--- src/hdl/isa_pkg.sv ---
package isa_pkg;

	localparam int ir_width = 8;
	localparam int opcode_width = 6; // low bits of ir, top two unused
	localparam int alu_mode_width = 3;

	// --------------------------------------------------
	// opcodes, values follow the existing program images
	// --------------------------------------------------
	typedef enum logic [opcode_width-1:0] {
		LDAC   = 6'd1,
		MVACR  = 6'd4,
		MVACRI = 6'd5,
		MVACRJ = 6'd6,
		MVACRK = 6'd7,
		MVACR1 = 6'd8,
		MVACR2 = 6'd9,
		ADDR1  = 6'd11,
		ADDR2  = 6'd12,
		MULT   = 6'd15, // ac * r
		MULTRI = 6'd16,
		MULTRJ = 6'd17,
		MULTRK = 6'd18,
		SUB    = 6'd19, // ac - r
		SUBRI  = 6'd20,
		SUBRJ  = 6'd21,
		SUBRK  = 6'd22,
		CLRR   = 6'd23,
		CLRAC  = 6'd24,
		CLRTR  = 6'd25,
		INCAC  = 6'd26,
		JPNZ   = 6'd27, // target word follows opcode
		ENDOP  = 6'd28,
		LDACRI = 6'd29,
		LDACRJ = 6'd30,
		LDACRK = 6'd31,
		LDACR3 = 6'd32,
		MVACR3 = 6'd33,
		CLRR1  = 6'd38,
		CLRR2  = 6'd39
	} opcode_t;

	// execute pattern shared by a group of opcodes
	typedef enum logic [3:0] {
		cls_load_mem,  // dmem into ac, three steps
		cls_move,      // ac to a register
		cls_alu,       // register into ac through the alu
		cls_add,       // add, then write back to r1/r2
		cls_clear,
		cls_increment,
		cls_jump,
		cls_end,
		cls_noop
	} instr_class_t;

	typedef enum logic [alu_mode_width-1:0] {
		alu_add  = 3'd0,
		alu_sub  = 3'd1,
		alu_mult = 3'd2,
		alu_pass = 3'd4
	} alu_mode_t;

endpackage

--- src/hdl/ctrl_pkg.sv ---
package ctrl_pkg;

	localparam int bus_width = 4;
	localparam int wen_width = 13;
	localparam int clr_width = 5;

	typedef enum logic [3:0] {
		FETCH1,
		FETCH2,
		FETCH_WAIT, // imem read latency
		FETCH3,
		DECODE,
		EXEC1,
		EXEC_X,
		EXEC2,
		SKIP,       // jump not taken, step over target word
		HALT
	} state_t;

	// --------------------------------------------------
	// bus source select
	// --------------------------------------------------
	typedef enum logic [bus_width-1:0] {
		bus_imem = 4'd0,
		bus_dmem = 4'd1,
		bus_pc   = 4'd2,
		bus_dr   = 4'd3,
		bus_r    = 4'd4,
		bus_ac   = 4'd5,
		bus_tr   = 4'd6,
		bus_r1   = 4'd7,
		bus_r2   = 4'd8,
		bus_ri   = 4'd9,
		bus_rj   = 4'd10,
		bus_rk   = 4'd11,
		bus_r3   = 4'd12
	} bus_src_t;

	// write enable bit positions
	localparam int wen_ar = 12;
	localparam int wen_pc = 11;
	localparam int wen_dr = 10;
	localparam int wen_ir = 9;
	localparam int wen_r  = 8;
	localparam int wen_tr = 7;
	localparam int wen_ac = 6;
	localparam int wen_r1 = 5;
	localparam int wen_r2 = 4;
	localparam int wen_ri = 3;
	localparam int wen_rj = 2;
	localparam int wen_rk = 1;
	localparam int wen_r3 = 0;

	typedef enum logic [1:0] {
		inc_none = 2'd0,
		inc_pc   = 2'd1,
		inc_ac   = 2'd2
	} inc_t;

	// clear bit positions
	localparam int clr_r1 = 4;
	localparam int clr_r2 = 3;
	localparam int clr_r  = 2;
	localparam int clr_ac = 1;
	localparam int clr_tr = 0;

endpackage

--- src/hdl/opcode_decoder.sv ---
`timescale 1ns/1ps

module opcode_decoder
(
	input  logic                              clk,
	input  logic                              reset,
	input  logic [isa_pkg::ir_width-1:0]      ir,
	input  ctrl_pkg::state_t                  state,
	output isa_pkg::instr_class_t             instr_class,
	output ctrl_pkg::bus_src_t                src_sel,
	output logic [ctrl_pkg::wen_width-1:0]    dst_wen,
	output isa_pkg::alu_mode_t                alu_op,
	output logic [ctrl_pkg::clr_width-1:0]    clr_sel
);
	import isa_pkg::*;
	import ctrl_pkg::*;

	typedef struct packed {
		instr_class_t                 cls;
		bus_src_t                     src;
		logic [wen_width-1:0]         dst;
		alu_mode_t                    alu;
		logic [clr_width-1:0]         clr;
	} row_t;

	opcode_t      opcode;
	row_t         row;
	instr_class_t class_q;

	function automatic logic [wen_width-1:0] wen_bit(input int pos);
		wen_bit = '0;
		wen_bit[pos] = 1'b1;
	endfunction

	function automatic logic [clr_width-1:0] clr_bit(input int pos);
		clr_bit = '0;
		clr_bit[pos] = 1'b1;
	endfunction

	assign opcode = opcode_t'(ir[opcode_width-1:0]);

	// --------------------------------------------------
	// opcode table
	// --------------------------------------------------
	always_comb
	begin
		case (opcode)
			LDAC:   row = '{cls_load_mem, bus_dmem, '0, alu_pass, '0};
			MVACR:  row = '{cls_move, bus_ac, wen_bit(wen_r), alu_add, '0};
			MVACRI: row = '{cls_move, bus_ac, wen_bit(wen_ri), alu_add, '0};
			MVACRJ: row = '{cls_move, bus_ac, wen_bit(wen_rj), alu_add, '0};
			MVACRK: row = '{cls_move, bus_ac, wen_bit(wen_rk), alu_add, '0};
			MVACR1: row = '{cls_move, bus_ac, wen_bit(wen_r1), alu_add, '0};
			MVACR2: row = '{cls_move, bus_ac, wen_bit(wen_r2), alu_add, '0};
			MVACR3: row = '{cls_move, bus_ac, wen_bit(wen_r3), alu_add, '0};
			ADDR1:  row = '{cls_add, bus_r1, wen_bit(wen_r1), alu_add, '0}; // sum back to r1
			ADDR2:  row = '{cls_add, bus_r2, wen_bit(wen_r2), alu_add, '0};
			MULT:   row = '{cls_alu, bus_r, wen_bit(wen_ac), alu_mult, '0};
			MULTRI: row = '{cls_alu, bus_ri, wen_bit(wen_ac), alu_mult, '0};
			MULTRJ: row = '{cls_alu, bus_rj, wen_bit(wen_ac), alu_mult, '0};
			MULTRK: row = '{cls_alu, bus_rk, wen_bit(wen_ac), alu_mult, '0};
			SUB:    row = '{cls_alu, bus_r, wen_bit(wen_ac), alu_sub, '0};
			SUBRI:  row = '{cls_alu, bus_ri, wen_bit(wen_ac), alu_sub, '0};
			SUBRJ:  row = '{cls_alu, bus_rj, wen_bit(wen_ac), alu_sub, '0};
			SUBRK:  row = '{cls_alu, bus_rk, wen_bit(wen_ac), alu_sub, '0};
			LDACRI: row = '{cls_alu, bus_ri, wen_bit(wen_ac), alu_pass, '0};
			LDACRJ: row = '{cls_alu, bus_rj, wen_bit(wen_ac), alu_pass, '0};
			LDACRK: row = '{cls_alu, bus_rk, wen_bit(wen_ac), alu_pass, '0};
			LDACR3: row = '{cls_alu, bus_r3, wen_bit(wen_ac), alu_pass, '0};
			CLRR:   row = '{cls_clear, bus_imem, '0, alu_add, clr_bit(clr_r)};
			CLRAC:  row = '{cls_clear, bus_imem, '0, alu_add, clr_bit(clr_ac)};
			CLRTR:  row = '{cls_clear, bus_imem, '0, alu_add, clr_bit(clr_tr)};
			CLRR1:  row = '{cls_clear, bus_imem, '0, alu_add, clr_bit(clr_r1)};
			CLRR2:  row = '{cls_clear, bus_imem, '0, alu_add, clr_bit(clr_r2)};
			INCAC:  row = '{cls_increment, bus_imem, '0, alu_add, '0};
			JPNZ:   row = '{cls_jump, bus_imem, '0, alu_add, '0}; // target read from imem
			ENDOP:  row = '{cls_end, bus_imem, '0, alu_add, '0};
			default: row = '{cls_noop, bus_imem, '0, alu_add, '0};
		endcase
	end

	// the sequencer needs the class while still in DECODE
	assign instr_class = (state == DECODE) ? row.cls : class_q;

	always_ff @(posedge clk)
	begin
		if (reset)
			class_q <= cls_noop;
		else if (state == DECODE)
			class_q <= row.cls;
	end

	always_ff @(posedge clk)
	begin
		if (state == DECODE)
		begin
			src_sel <= row.src;
			dst_wen <= row.dst;
			alu_op  <= row.alu;
			clr_sel <= row.clr;
		end
	end

endmodule

--- src/hdl/micro_sequencer.sv ---
`timescale 1ns/1ps

module micro_sequencer
(
	input  logic                  clk,
	input  logic                  reset,
	input  isa_pkg::instr_class_t instr_class,
	input  logic                  z,
	output ctrl_pkg::state_t      state
);
	import isa_pkg::*;
	import ctrl_pkg::*;

	state_t state_next;

	always_comb
	begin
		case (state)
			FETCH1:     state_next = FETCH2;
			FETCH2:     state_next = FETCH_WAIT;
			FETCH_WAIT: state_next = FETCH3;
			FETCH3:     state_next = DECODE;
			DECODE:
			begin
				// only place z is looked at
				if (instr_class == cls_jump && z)
					state_next = SKIP;
				else
					state_next = EXEC1;
			end
			EXEC1:
			begin
				case (instr_class)
					cls_add:                state_next = EXEC2;
					cls_load_mem, cls_jump: state_next = EXEC_X;
					cls_end:                state_next = HALT;
					default:                state_next = FETCH1;
				endcase
			end
			EXEC_X:     state_next = EXEC2;
			EXEC2:      state_next = FETCH1;
			SKIP:       state_next = FETCH1;
			HALT:       state_next = HALT; // left only by reset
			default:    state_next = FETCH1;
		endcase
	end

	always_ff @(posedge clk)
	begin
		if (reset)
			state <= FETCH1;
		else
			state <= state_next;
	end

endmodule

--- src/hdl/control_word_gen.sv ---
`timescale 1ns/1ps

module control_word_gen
(
	input  logic                           clk,
	input  logic                           reset,
	input  ctrl_pkg::state_t               state,
	input  isa_pkg::instr_class_t          instr_class,
	input  ctrl_pkg::bus_src_t             src_sel,
	input  logic [ctrl_pkg::wen_width-1:0] dst_wen,
	input  isa_pkg::alu_mode_t             alu_op,
	input  logic [ctrl_pkg::clr_width-1:0] clr_sel,
	output logic [ctrl_pkg::wen_width-1:0] write_en,
	output ctrl_pkg::bus_src_t             bus_ld,
	output isa_pkg::alu_mode_t             alu_mode,
	output ctrl_pkg::inc_t                 inc,
	output logic [ctrl_pkg::clr_width-1:0] clr,
	output logic                           end_op
);
	import isa_pkg::*;
	import ctrl_pkg::*;

	logic [wen_width-1:0] wen_next;
	bus_src_t             bus_next;
	inc_t                 inc_next;
	logic [clr_width-1:0] clr_next;
	logic                 end_next;
	logic                 alu_set; // word drives alu_mode

	// --------------------------------------------------
	// control word for the current state
	// --------------------------------------------------
	always_comb
	begin
		wen_next = '0;
		bus_next = bus_imem;
		inc_next = inc_none;
		clr_next = '0;
		end_next = 1'b0;
		alu_set  = 1'b0;
		case (state)
			FETCH1:
			begin
				wen_next[wen_ar] = 1'b1;
				bus_next = bus_pc;
			end
			FETCH2:
			begin
				wen_next[wen_dr] = 1'b1; // opcode word into dr
				inc_next = inc_pc;
			end
			FETCH_WAIT: wen_next[wen_dr] = 1'b1;
			FETCH3:
			begin
				wen_next[wen_ar] = 1'b1;
				wen_next[wen_ir] = 1'b1;
				bus_next = bus_dr;
			end
			EXEC1:
			begin
				case (instr_class)
					cls_move:
					begin
						wen_next = dst_wen;
						bus_next = src_sel; // always ac
					end
					cls_alu, cls_add:
					begin
						wen_next[wen_ac] = 1'b1;
						bus_next = src_sel;
						alu_set = 1'b1;
					end
					cls_load_mem, cls_jump:
					begin
						wen_next[wen_dr] = 1'b1;
						bus_next = src_sel; // dmem or imem
					end
					cls_clear:     clr_next = clr_sel;
					cls_increment: inc_next = inc_ac;
					cls_end:       end_next = 1'b1;
					default:       ;
				endcase
			end
			EXEC_X:
			begin
				if (instr_class == cls_load_mem || instr_class == cls_jump)
				begin
					wen_next[wen_dr] = 1'b1;
					bus_next = src_sel;
				end
			end
			EXEC2:
			begin
				case (instr_class)
					cls_load_mem:
					begin
						wen_next[wen_ac] = 1'b1;
						bus_next = bus_dr;
						alu_set = 1'b1; // pass
					end
					cls_add:
					begin
						wen_next = dst_wen; // writeback r1/r2
						bus_next = bus_ac;
					end
					cls_jump:
					begin
						wen_next[wen_pc] = 1'b1;
						bus_next = bus_dr;
					end
					default: ;
				endcase
			end
			SKIP:    inc_next = inc_pc;
			default: ; // DECODE, HALT give a zero word
		endcase
	end

	always_ff @(posedge clk)
	begin
		if (reset)
		begin
			write_en <= '0;
			bus_ld   <= bus_imem;
			alu_mode <= alu_add;
			inc      <= inc_none;
			clr      <= '0;
			end_op   <= 1'b0;
		end
		else
		begin
			write_en <= wen_next;
			bus_ld   <= bus_next;
			inc      <= inc_next;
			clr      <= clr_next;
			end_op   <= end_next;
			if (alu_set)
				alu_mode <= alu_op; // otherwise keeps last mode
		end
	end

endmodule

--- src/hdl/control_unit.sv ---
`timescale 1ns/1ps

module control_unit
(
	input  logic                           clk,
	input  logic                           reset,
	input  logic [isa_pkg::ir_width-1:0]   ir,
	input  logic                           z,
	output logic [ctrl_pkg::wen_width-1:0] write_en,
	output ctrl_pkg::bus_src_t             bus_ld,
	output isa_pkg::alu_mode_t             alu_mode,
	output ctrl_pkg::inc_t                 inc,
	output logic [ctrl_pkg::clr_width-1:0] clr,
	output logic                           end_op
);
	import isa_pkg::*;
	import ctrl_pkg::*;

	state_t               state;
	instr_class_t         instr_class;
	bus_src_t             src_sel;
	logic [wen_width-1:0] dst_wen;
	alu_mode_t            alu_op;
	logic [clr_width-1:0] clr_sel;

	opcode_decoder opcode_decoder_i
	(
		.clk         (clk),
		.reset       (reset),
		.ir          (ir),
		.state       (state),
		.instr_class (instr_class),
		.src_sel     (src_sel),
		.dst_wen     (dst_wen),
		.alu_op      (alu_op),
		.clr_sel     (clr_sel)
	);

	micro_sequencer micro_sequencer_i
	(
		.clk         (clk),
		.reset       (reset),
		.instr_class (instr_class),
		.z           (z),
		.state       (state)
	);

	control_word_gen control_word_gen_i
	(
		.clk         (clk),
		.reset       (reset),
		.state       (state),
		.instr_class (instr_class),
		.src_sel     (src_sel),
		.dst_wen     (dst_wen),
		.alu_op      (alu_op),
		.clr_sel     (clr_sel),
		.write_en    (write_en),
		.bus_ld      (bus_ld),
		.alu_mode    (alu_mode),
		.inc         (inc),
		.clr         (clr),
		.end_op      (end_op)
	);

endmodule

--- config.mk ---
export PLATFORM = sky130hd
export DESIGN_NAME = control_unit
export DESIGN_NICKNAME = d
export VERILOG_FILES = /design/src/hdl/isa_pkg.sv /design/src/hdl/ctrl_pkg.sv /design/src/hdl/opcode_decoder.sv /design/src/hdl/micro_sequencer.sv /design/src/hdl/control_word_gen.sv /design/src/hdl/control_unit.sv
export SDC_FILE = /design/constraint.sdc
export NUM_CORES = 1
export LEC_CHECK = 0
export ABC_AREA = 1
export BUFFER_PORTS_ARGS = -buffer_cell sky130_fd_sc_hd__buf_2
export CAP_MARGIN = 25
export CORE_ASPECT_RATIO = 0.9
export CORE_MARGIN = 2
export CORE_UTILIZATION = 45
export DETAILED_ROUTE_END_ITERATION = 6
export PLACE_DENSITY = 0.8
export SETUP_SLACK_MARGIN = 0.1
export SLEW_MARGIN = 20
export SYNTH_ARGS = -nofsm -noshare
export SYNTH_HDL_FRONTEND = slang
export SYNTH_SLANG_ARGS = --single-unit
--- constraint.sdc ---
create_clock -name clk -period 1.6 [get_ports clk]
set_input_delay 0.24 -clock clk [delete_from_list [all_inputs] [get_ports clk]]
set_output_delay 0.24 -clock clk [all_outputs]
set_load 0.005 [all_outputs]
# ---- Word level (Yosys, flattened, before mapping)
# Memories as Yosys holds them, arrays and structs flattened.
# Cells that the tools add are included.
dict set report word_totals {
  regBits 61
  rom_bits 1536
  input_bits 11
  output_inout_bits 28
  elab_cells 73
  n_memories 1
}
dict set report classes {
  eq_ne 16
  muxes 30
  n_bitwise 2
  n_reduce_logical 12
}
# memory words width read_ports rd_ports_with_merged_regs wr line
set memory_table {}
lappend memory_table {{(name not given)} 64 24 1 0 0 opcode_decoder.sv:47} ;# case (opcode)
# op n
set op_table {}
lappend op_table {{4-bit by 3-bit == test with 1-bit output, second input constant} 8}
lappend op_table {{4-bit case mux with 8 select lines} 1}
lappend op_table {{4-bit two-way mux} 5}
lappend op_table {{4-bit case mux with 5 select lines} 1}
lappend op_table {{9-bit case mux with 2 select lines} 1}
lappend op_table {{4-bit by 2-bit == test with 1-bit output, second input constant} 4}
lappend op_table {{6-bit two-way mux} 2}
lappend op_table {{1-bit case mux with 2 select lines} 6}
lappend op_table {{4-bit case mux with 3 select lines} 1}
lappend op_table {{2-bit OR reduction} 6}
lappend op_table {{4-bit by 1-bit == test with 1-bit output, second input constant} 2}
lappend op_table {{4-bit == test, second input constant} 2}
lappend op_table {{4-bit zero test} 2}
lappend op_table {{1-bit case mux with 3 select lines} 2}
lappend op_table {{3-bit case mux with 2 select lines} 1}
lappend op_table {{1-bit two-way mux} 5}
lappend op_table {{5-bit OR reduction} 1}
lappend op_table {{2-bit two-way mux} 2}
lappend op_table {{1-bit case mux with 4 select lines} 1}
lappend op_table {{2-bit case mux with 2 select lines} 1}
lappend op_table {{3-bit two-way mux} 1}
lappend op_table {{3-bit OR reduction} 1}
lappend op_table {{1-bit NOT} 2}
lappend op_table {{1-bit logical AND} 1}
lappend op_table {{1-bit logical OR} 1}

# ---- Logic depth before layout (Yosys ltp)
dict set report depth {
  word_depth 6
  depth_mapped 16
  mapped_depth_nobuf 16
}

# ---- Hierarchy
# From an unflattened synthesis, not the netlist that was laid out.
dict set report unflattened {
  hier_cells 401
  hier_area_um2 3035.4
}
# module n_inst cells_each area_per_inst_um2 seq_area_each_um2
set modules_own_cells {}
lappend modules_own_cells {opcode_decoder 1 187 1581.5 680.7}
lappend modules_own_cells {control_word_gen 1 159 1158.6 560.5}
lappend modules_own_cells {micro_sequencer 1 55 295.3 80.1}

# ---- Worst setup path before layout
# No wires, ideal clock.
dict set report synth_path {
  path_type {flip-flop to flip-flop}
  start {register micro_sequencer_i.state[0]}
  end {register control_word_gen_i.write_en[1] (netlist name)}
  setup_ns 0.074
  t_arrival_ns 1.726
  required_ns 1.526
  setup_slack_ns -0.200
  path_stages_with_launch 14
  path_buffers 0
  period_less_slack_ns 1.800
  path_cell_list {dfxtp_1 > inv_2 > nand2_1 > nor2_8 > nand2_2 > nor2_4 > nor2_4 > nor2_8 > inv_1 > nor2_2 > nand2_1 > nand2_2 > inv_2 > nor3b_2}
}
dict set report synth_via {
  elab_chain_cells 5
  elab_cells_between_ends 9
  classes_between {eq/ne: 5; mux: 4}
}
# item line
set synth_lines {}
lappend synth_lines {{start: declaration} micro_sequencer.sv:9} ;# output ctrl_pkg::state_t state
lappend synth_lines {{start signal: assignment} micro_sequencer.sv:53} ;# state <= state_next;
lappend synth_lines {{4-bit by 3-bit == test with 1-bit output} opcode_decoder.sv:83} ;# assign instr_class = (state == DECODE) ? row.cls : class_q;
lappend synth_lines {{4-bit two-way mux} opcode_decoder.sv:83}
lappend synth_lines {{4-bit by 2-bit == test with 1-bit output / 4-bit by 1-bit == test with 1-bit output (equally long branches)} {control_word_gen.sv:94, control_word_gen.sv:61}}
lappend synth_lines {{6-bit two-way mux (on tied branches)} {control_word_gen.sv:94, control_word_gen.sv:61}}
lappend synth_lines {{9-bit case mux with 2 select lines (*)} control_word_gen.sv:41} ;# case (state)
lappend synth_lines {{end signal: assignment} control_word_gen.sv:132} ;# write_en <= wen_next;
lappend synth_lines {{end: declaration} control_word_gen.sv:13} ;# output logic [ctrl_pkg::wen_width-1:0] write_en,
# Every way passes the cells marked *; elsewhere a longest branch is shown, timed or not.
# A chain may end at the register's enable or synchronous reset.

# ---- Worst setup path after layout
dict set report layout_path {
  start {register micro_sequencer_i.state[1]}
  end {register control_word_gen_i.write_en[10] (netlist name)}
}
dict set report layout_via {
  elab_chain_cells 6
  elab_cells_between_ends 18
  classes_between {eq/ne: 9; mux: 5; reduce/logical: 4}
}
# item line
set layout_lines {}
lappend layout_lines {{4-bit by 3-bit == test with 1-bit output} opcode_decoder.sv:83}
lappend layout_lines {{4-bit two-way mux} opcode_decoder.sv:83}
lappend layout_lines {{4-bit by 3-bit == test with 1-bit output / 4-bit zero test (equally long branches)} {control_word_gen.sv:61, control_word_gen.sv:86}}
lappend layout_lines {{2-bit OR reduction (no line) / 1-bit logical OR (equally long branches)} --}
lappend layout_lines {{1-bit case mux with 2 select lines / 1-bit two-way mux (equally long branches)} {control_word_gen.sv:61, control_word_gen.sv:86}}
lappend layout_lines {{1-bit case mux with 4 select lines (*)} control_word_gen.sv:41}
# Marks and branches as above.

==> results.txt <==
The critical path is of the flip-flop to flip-flop type. The post-synth design cell area was 2700 um^2; the first-pass iteration count of the detailed router was 4. After clock tree synthesis, the clock-pin slew on the worst setup and hold paths is 0.10 ns.

The run gives 0 as the number of remaining DRC errors. The routed layout has 2563 vias. The flow ran to the end, but the final reports show violations. For the worst setup path, the data required time is 1.81 ns. Entering global routing, the biggest net connects 23 pins.

The max-slew violation count is 0, and the maximum fanout along the worst path is 7. The number of buffers inserted for hold repair after clock tree synthesis was 0. The run gives 2 as the maximum root-to-sink buffer count. In this run the worst hold path is classified as input port to flip-flop. The width of the chip works out to 85.7 um. The final critical-path setup slack was -0.179 ns. Detailed placement ended at an HPWL of 5.09 mm. After detailed routing, the average wire length per cell comes to 14.0 um. Setup violations remaining at the end of the flow were counted as 26. Count of yosys warnings during synthesis: 0. Reported max-cap violation count: 0. In this run the remaining antenna-violating nets after routing total 0. OpenSTA, run right after detailed placement, puts the worst setup slack at -0.504 ns. The region available for standard cell placement spans 5730 um^2. The number of different library cells in the post-synthesis netlist was 35; the peak supply drop was 570 uV.

For the final-report hold violation count, the log shows 0. The site row count is 26, and the mean number of vias per cell is 5.12. The final reports fail on negative setup slack.

Power spread over the standard cell area amounts to 719 nW/um^2. The run gives 0.00558 ns as the final clock skew. The floorplan step set the die height to 77.5 um. The run gives 55 as the number of sinks handled by clock tree synthesis. Leaving out filler cells and counting taps, the final layout contains 501. The fraction of layout cells with a size suffix above 1 came out at 0.471. TritonCTS built the clock tree.

The tools report the number of nets in the layout as 452. For this run, the top clock speed supported by timing is 562 MHz. When the netlist entered floorplanning its net count stood at 341.

Counting the buffers created by CTS gives 5. The detailed router finished its first iteration with 134 violations. The post-synthesis to final-layout area growth is 42.9%. During I/O placement, the number of pins put on the boundary was 39.

The H-tree was split into 2 levels. The kind of end point of the critical path was a flip-flop. The tools report the initial antenna violation count as 0. The fraction of the yosys area taken by sequential cells is 0.482. The tools report the global-route wire length before repair as 11.1 mm.

Synthesis produced a netlist whose cell count is 319. The clock period minus final worst setup slack was 1.78 ns; the antenna cell count was 0. STA classifies the critical path startpoint as a flip-flop. Quantity of I/O buffers inserted on ports: 35. The run gives 0.210 as the overall global routing resource usage.

The ratio of final minimum period to clock period is 1.11. For the source-to-sink clock delay at the later pin of the worst-skew pair, the log shows 0.31 ns. Arrival time of the worst setup path: 1.99 ns. Each instance of the synthesized netlist takes up on average 8.46 um^2. The number of global-route vias before repair was 2381.

At the end of routability-driven placement, the weighted congestion stood at 0.901. Setup repair after global routing could not meet its margin everywhere. The wire length after detailed routing came out at 7.00 mm. For this design the static power due to leakage is 1.74 nW. The instance count after placement with tap cells included is 481, and the area of the die is 6640 um^2. CTS placed an instance of clkbuf_8 at the clock tree root. The tools report the global route total overflow as 0. Number of storage elements in the synthesis netlist: 55. The tools report the starting utilization of the core area as 0.472.
-- cell type report --
cell class | instances | area [um^2]
clock buffers | 5 | 68.8
inverters | 40 | 165
multi-input cells | 218 | 1430
flip-flops and latches | 55 | 1310
clock inverters | 3 | 20.0
repair buffers | 110 | 777
fillers | 435 | 1870
well taps | 70 | 87.6
-- state kept, by name, indices dropped and copies added, names as in the netlist --
register                     flops
control_word_gen_i.write_en     12
opcode_decoder_i.dst_wen         8
control_word_gen_i.clr           5
opcode_decoder_i.clr_sel         5
control_word_gen_i.bus_ld        4
micro_sequencer_i.state          4
opcode_decoder_i.class_q         4
opcode_decoder_i.src_sel         4
control_word_gen_i.alu_mode      3
opcode_decoder_i.alu_op          3
control_word_gen_i.inc           2
control_word_gen_i.end_op        1
-- synth_stat cells, drive strengths merged --
| cell type | count | share of area |
|---|---|---|
| nor4 | 5 | 0.012 |
| a21oi | 18 | 0.035 |
| o31ai | 1 | 0.0028 |
| nor3 | 11 | 0.020 |
| o22ai | 1 | 0.0023 |
| inv | 40 | 0.056 |
| dfxtp | 35 | 0.26 |
| nand3 | 16 | 0.039 |
| a311oi | 1 | 0.0032 |
| o21bai | 1 | 0.0028 |
| ha | 11 | 0.051 |
| buf | 4 | 0.0088 |
| a31oi | 1 | 0.0023 |
| edfxtp | 20 | 0.22 |
| nor3b | 5 | 0.021 |
| nor2 | 63 | 0.11 |
| nand4 | 2 | 0.0046 |
| o21ai | 12 | 0.024 |
| nand3b | 1 | 0.0028 |
| conb | 1 | 0.0014 |
| a211oi | 1 | 0.0028 |
| nand2 | 67 | 0.11 |
| clkbuf | 2 | 0.0028 |
-- through the flow --
| step | cell area [um^2] | hold slack (ns) | TNS, ns | total power, mW | utilization |
|---|---|---|---|---|---|
| CTS | 3780 | 0.259 | -0.523 | 2.76 | 0.660 |
| floorplan | 2750 | 0.425 | -1.74 | 1.76 | - |
| global placement | 3450 | 0.445 | -9.52 | 1.96 | 0.603 |
| global route | 3860 | 0.281 | -4.44 | 2.87 | 0.674 |
| detailed placement | 3450 | 0.457 | -11.18 | 1.97 | 0.603 |
| finish | 3860 | 0.278 | -2.29 | 2.77 | 0.674 |
-- cells in the final DEF (no fill, tap or decap), drive strengths merged, types with 2 or more instances in the layout --
| cell | count |
|---|---|
| nor4 | 5 |
| ha | 11 |
| nor3b | 5 |
| nand4 | 2 |
| clkinv | 2 |
| edfxtp | 20 |
| buf | 110 |
| a21oi | 18 |
| clkinvlp | 3 |
| nand3 | 16 |
| nor3 | 11 |
| nor2 | 63 |
| clkbuf | 5 |
| dfxtp | 35 |
| nand2 | 67 |
| inv | 38 |
| o21ai | 12 |
-- routing by layer --
metal  global-route usage  share of wire
met2                0.353           0.48
met1                0.275           0.44
met3               0.0266          0.057
met5                    0              0
met4               0.0810          0.027
-- cell families (layout without fill, tap and decap cells) --
group / after synthesis / in the layout / share of synthesized area
buffers and inverters: 46 / 158 / 0.0672
AO/OA/AOI/OAI: 36 / 36 / 0.0746
AND/OR/NAND/NOR: 170 / 170 / 0.324
other: 1 / 1 / 0.00139
adder cells (fa/ha/maj): 11 / 11 / 0.0510
flip-flops: 55 / 55 / 0.482
-- path summary, 6_finish.rpt --
kind	from	endpoint	slack, ns	depth (start not counted)
worst min-delay path	reset	control_word_gen_i.bus_ld[0]$_SDFF_PP0_	0.28	2
worst max register to register	micro_sequencer_i.state[1]$_SDFF_PP0_	control_word_gen_i.write_en[10]$_SDFF_PP0_	-0.18	13
worst min register to register	opcode_decoder_i.clr_sel[4]$_SDFFCE_PP0N_	control_word_gen_i.clr[4]$_SDFF_PP0_	0.47	2
worst max-delay path	micro_sequencer_i.state[1]$_SDFF_PP0_	control_word_gen_i.write_en[10]$_SDFF_PP0_	-0.18	13
-- what timing repair did --
action	in CTS	in global routing
setup endpoints to repair	28	29
pin swaps	21	8
resized for setup	46	18
setup buffers	9	3
-- power by group --
group,internal (mW),switching (mW)
Sequential,1.48,0.0177
Combinational,0.229,0.287
Clock,0.306,0.452
Total,2.02,0.757
-- critical path: stages, from the launching register on --
cell and delay [ns]:
dfxtp_4 0.38, inv_4 0.06, nand2_4 0.06, nor2_8 0.18, nand2_4 0.09, buf_6 0.13
o21bai_4 0.19, nor2_4 0.07, nand3_4 0.10, nand2_4 0.08, buf_4 0.14, buf_6 0.10
nand2_2 0.04, a21oi_1 0.05
(Power assumes the default switching activity.)
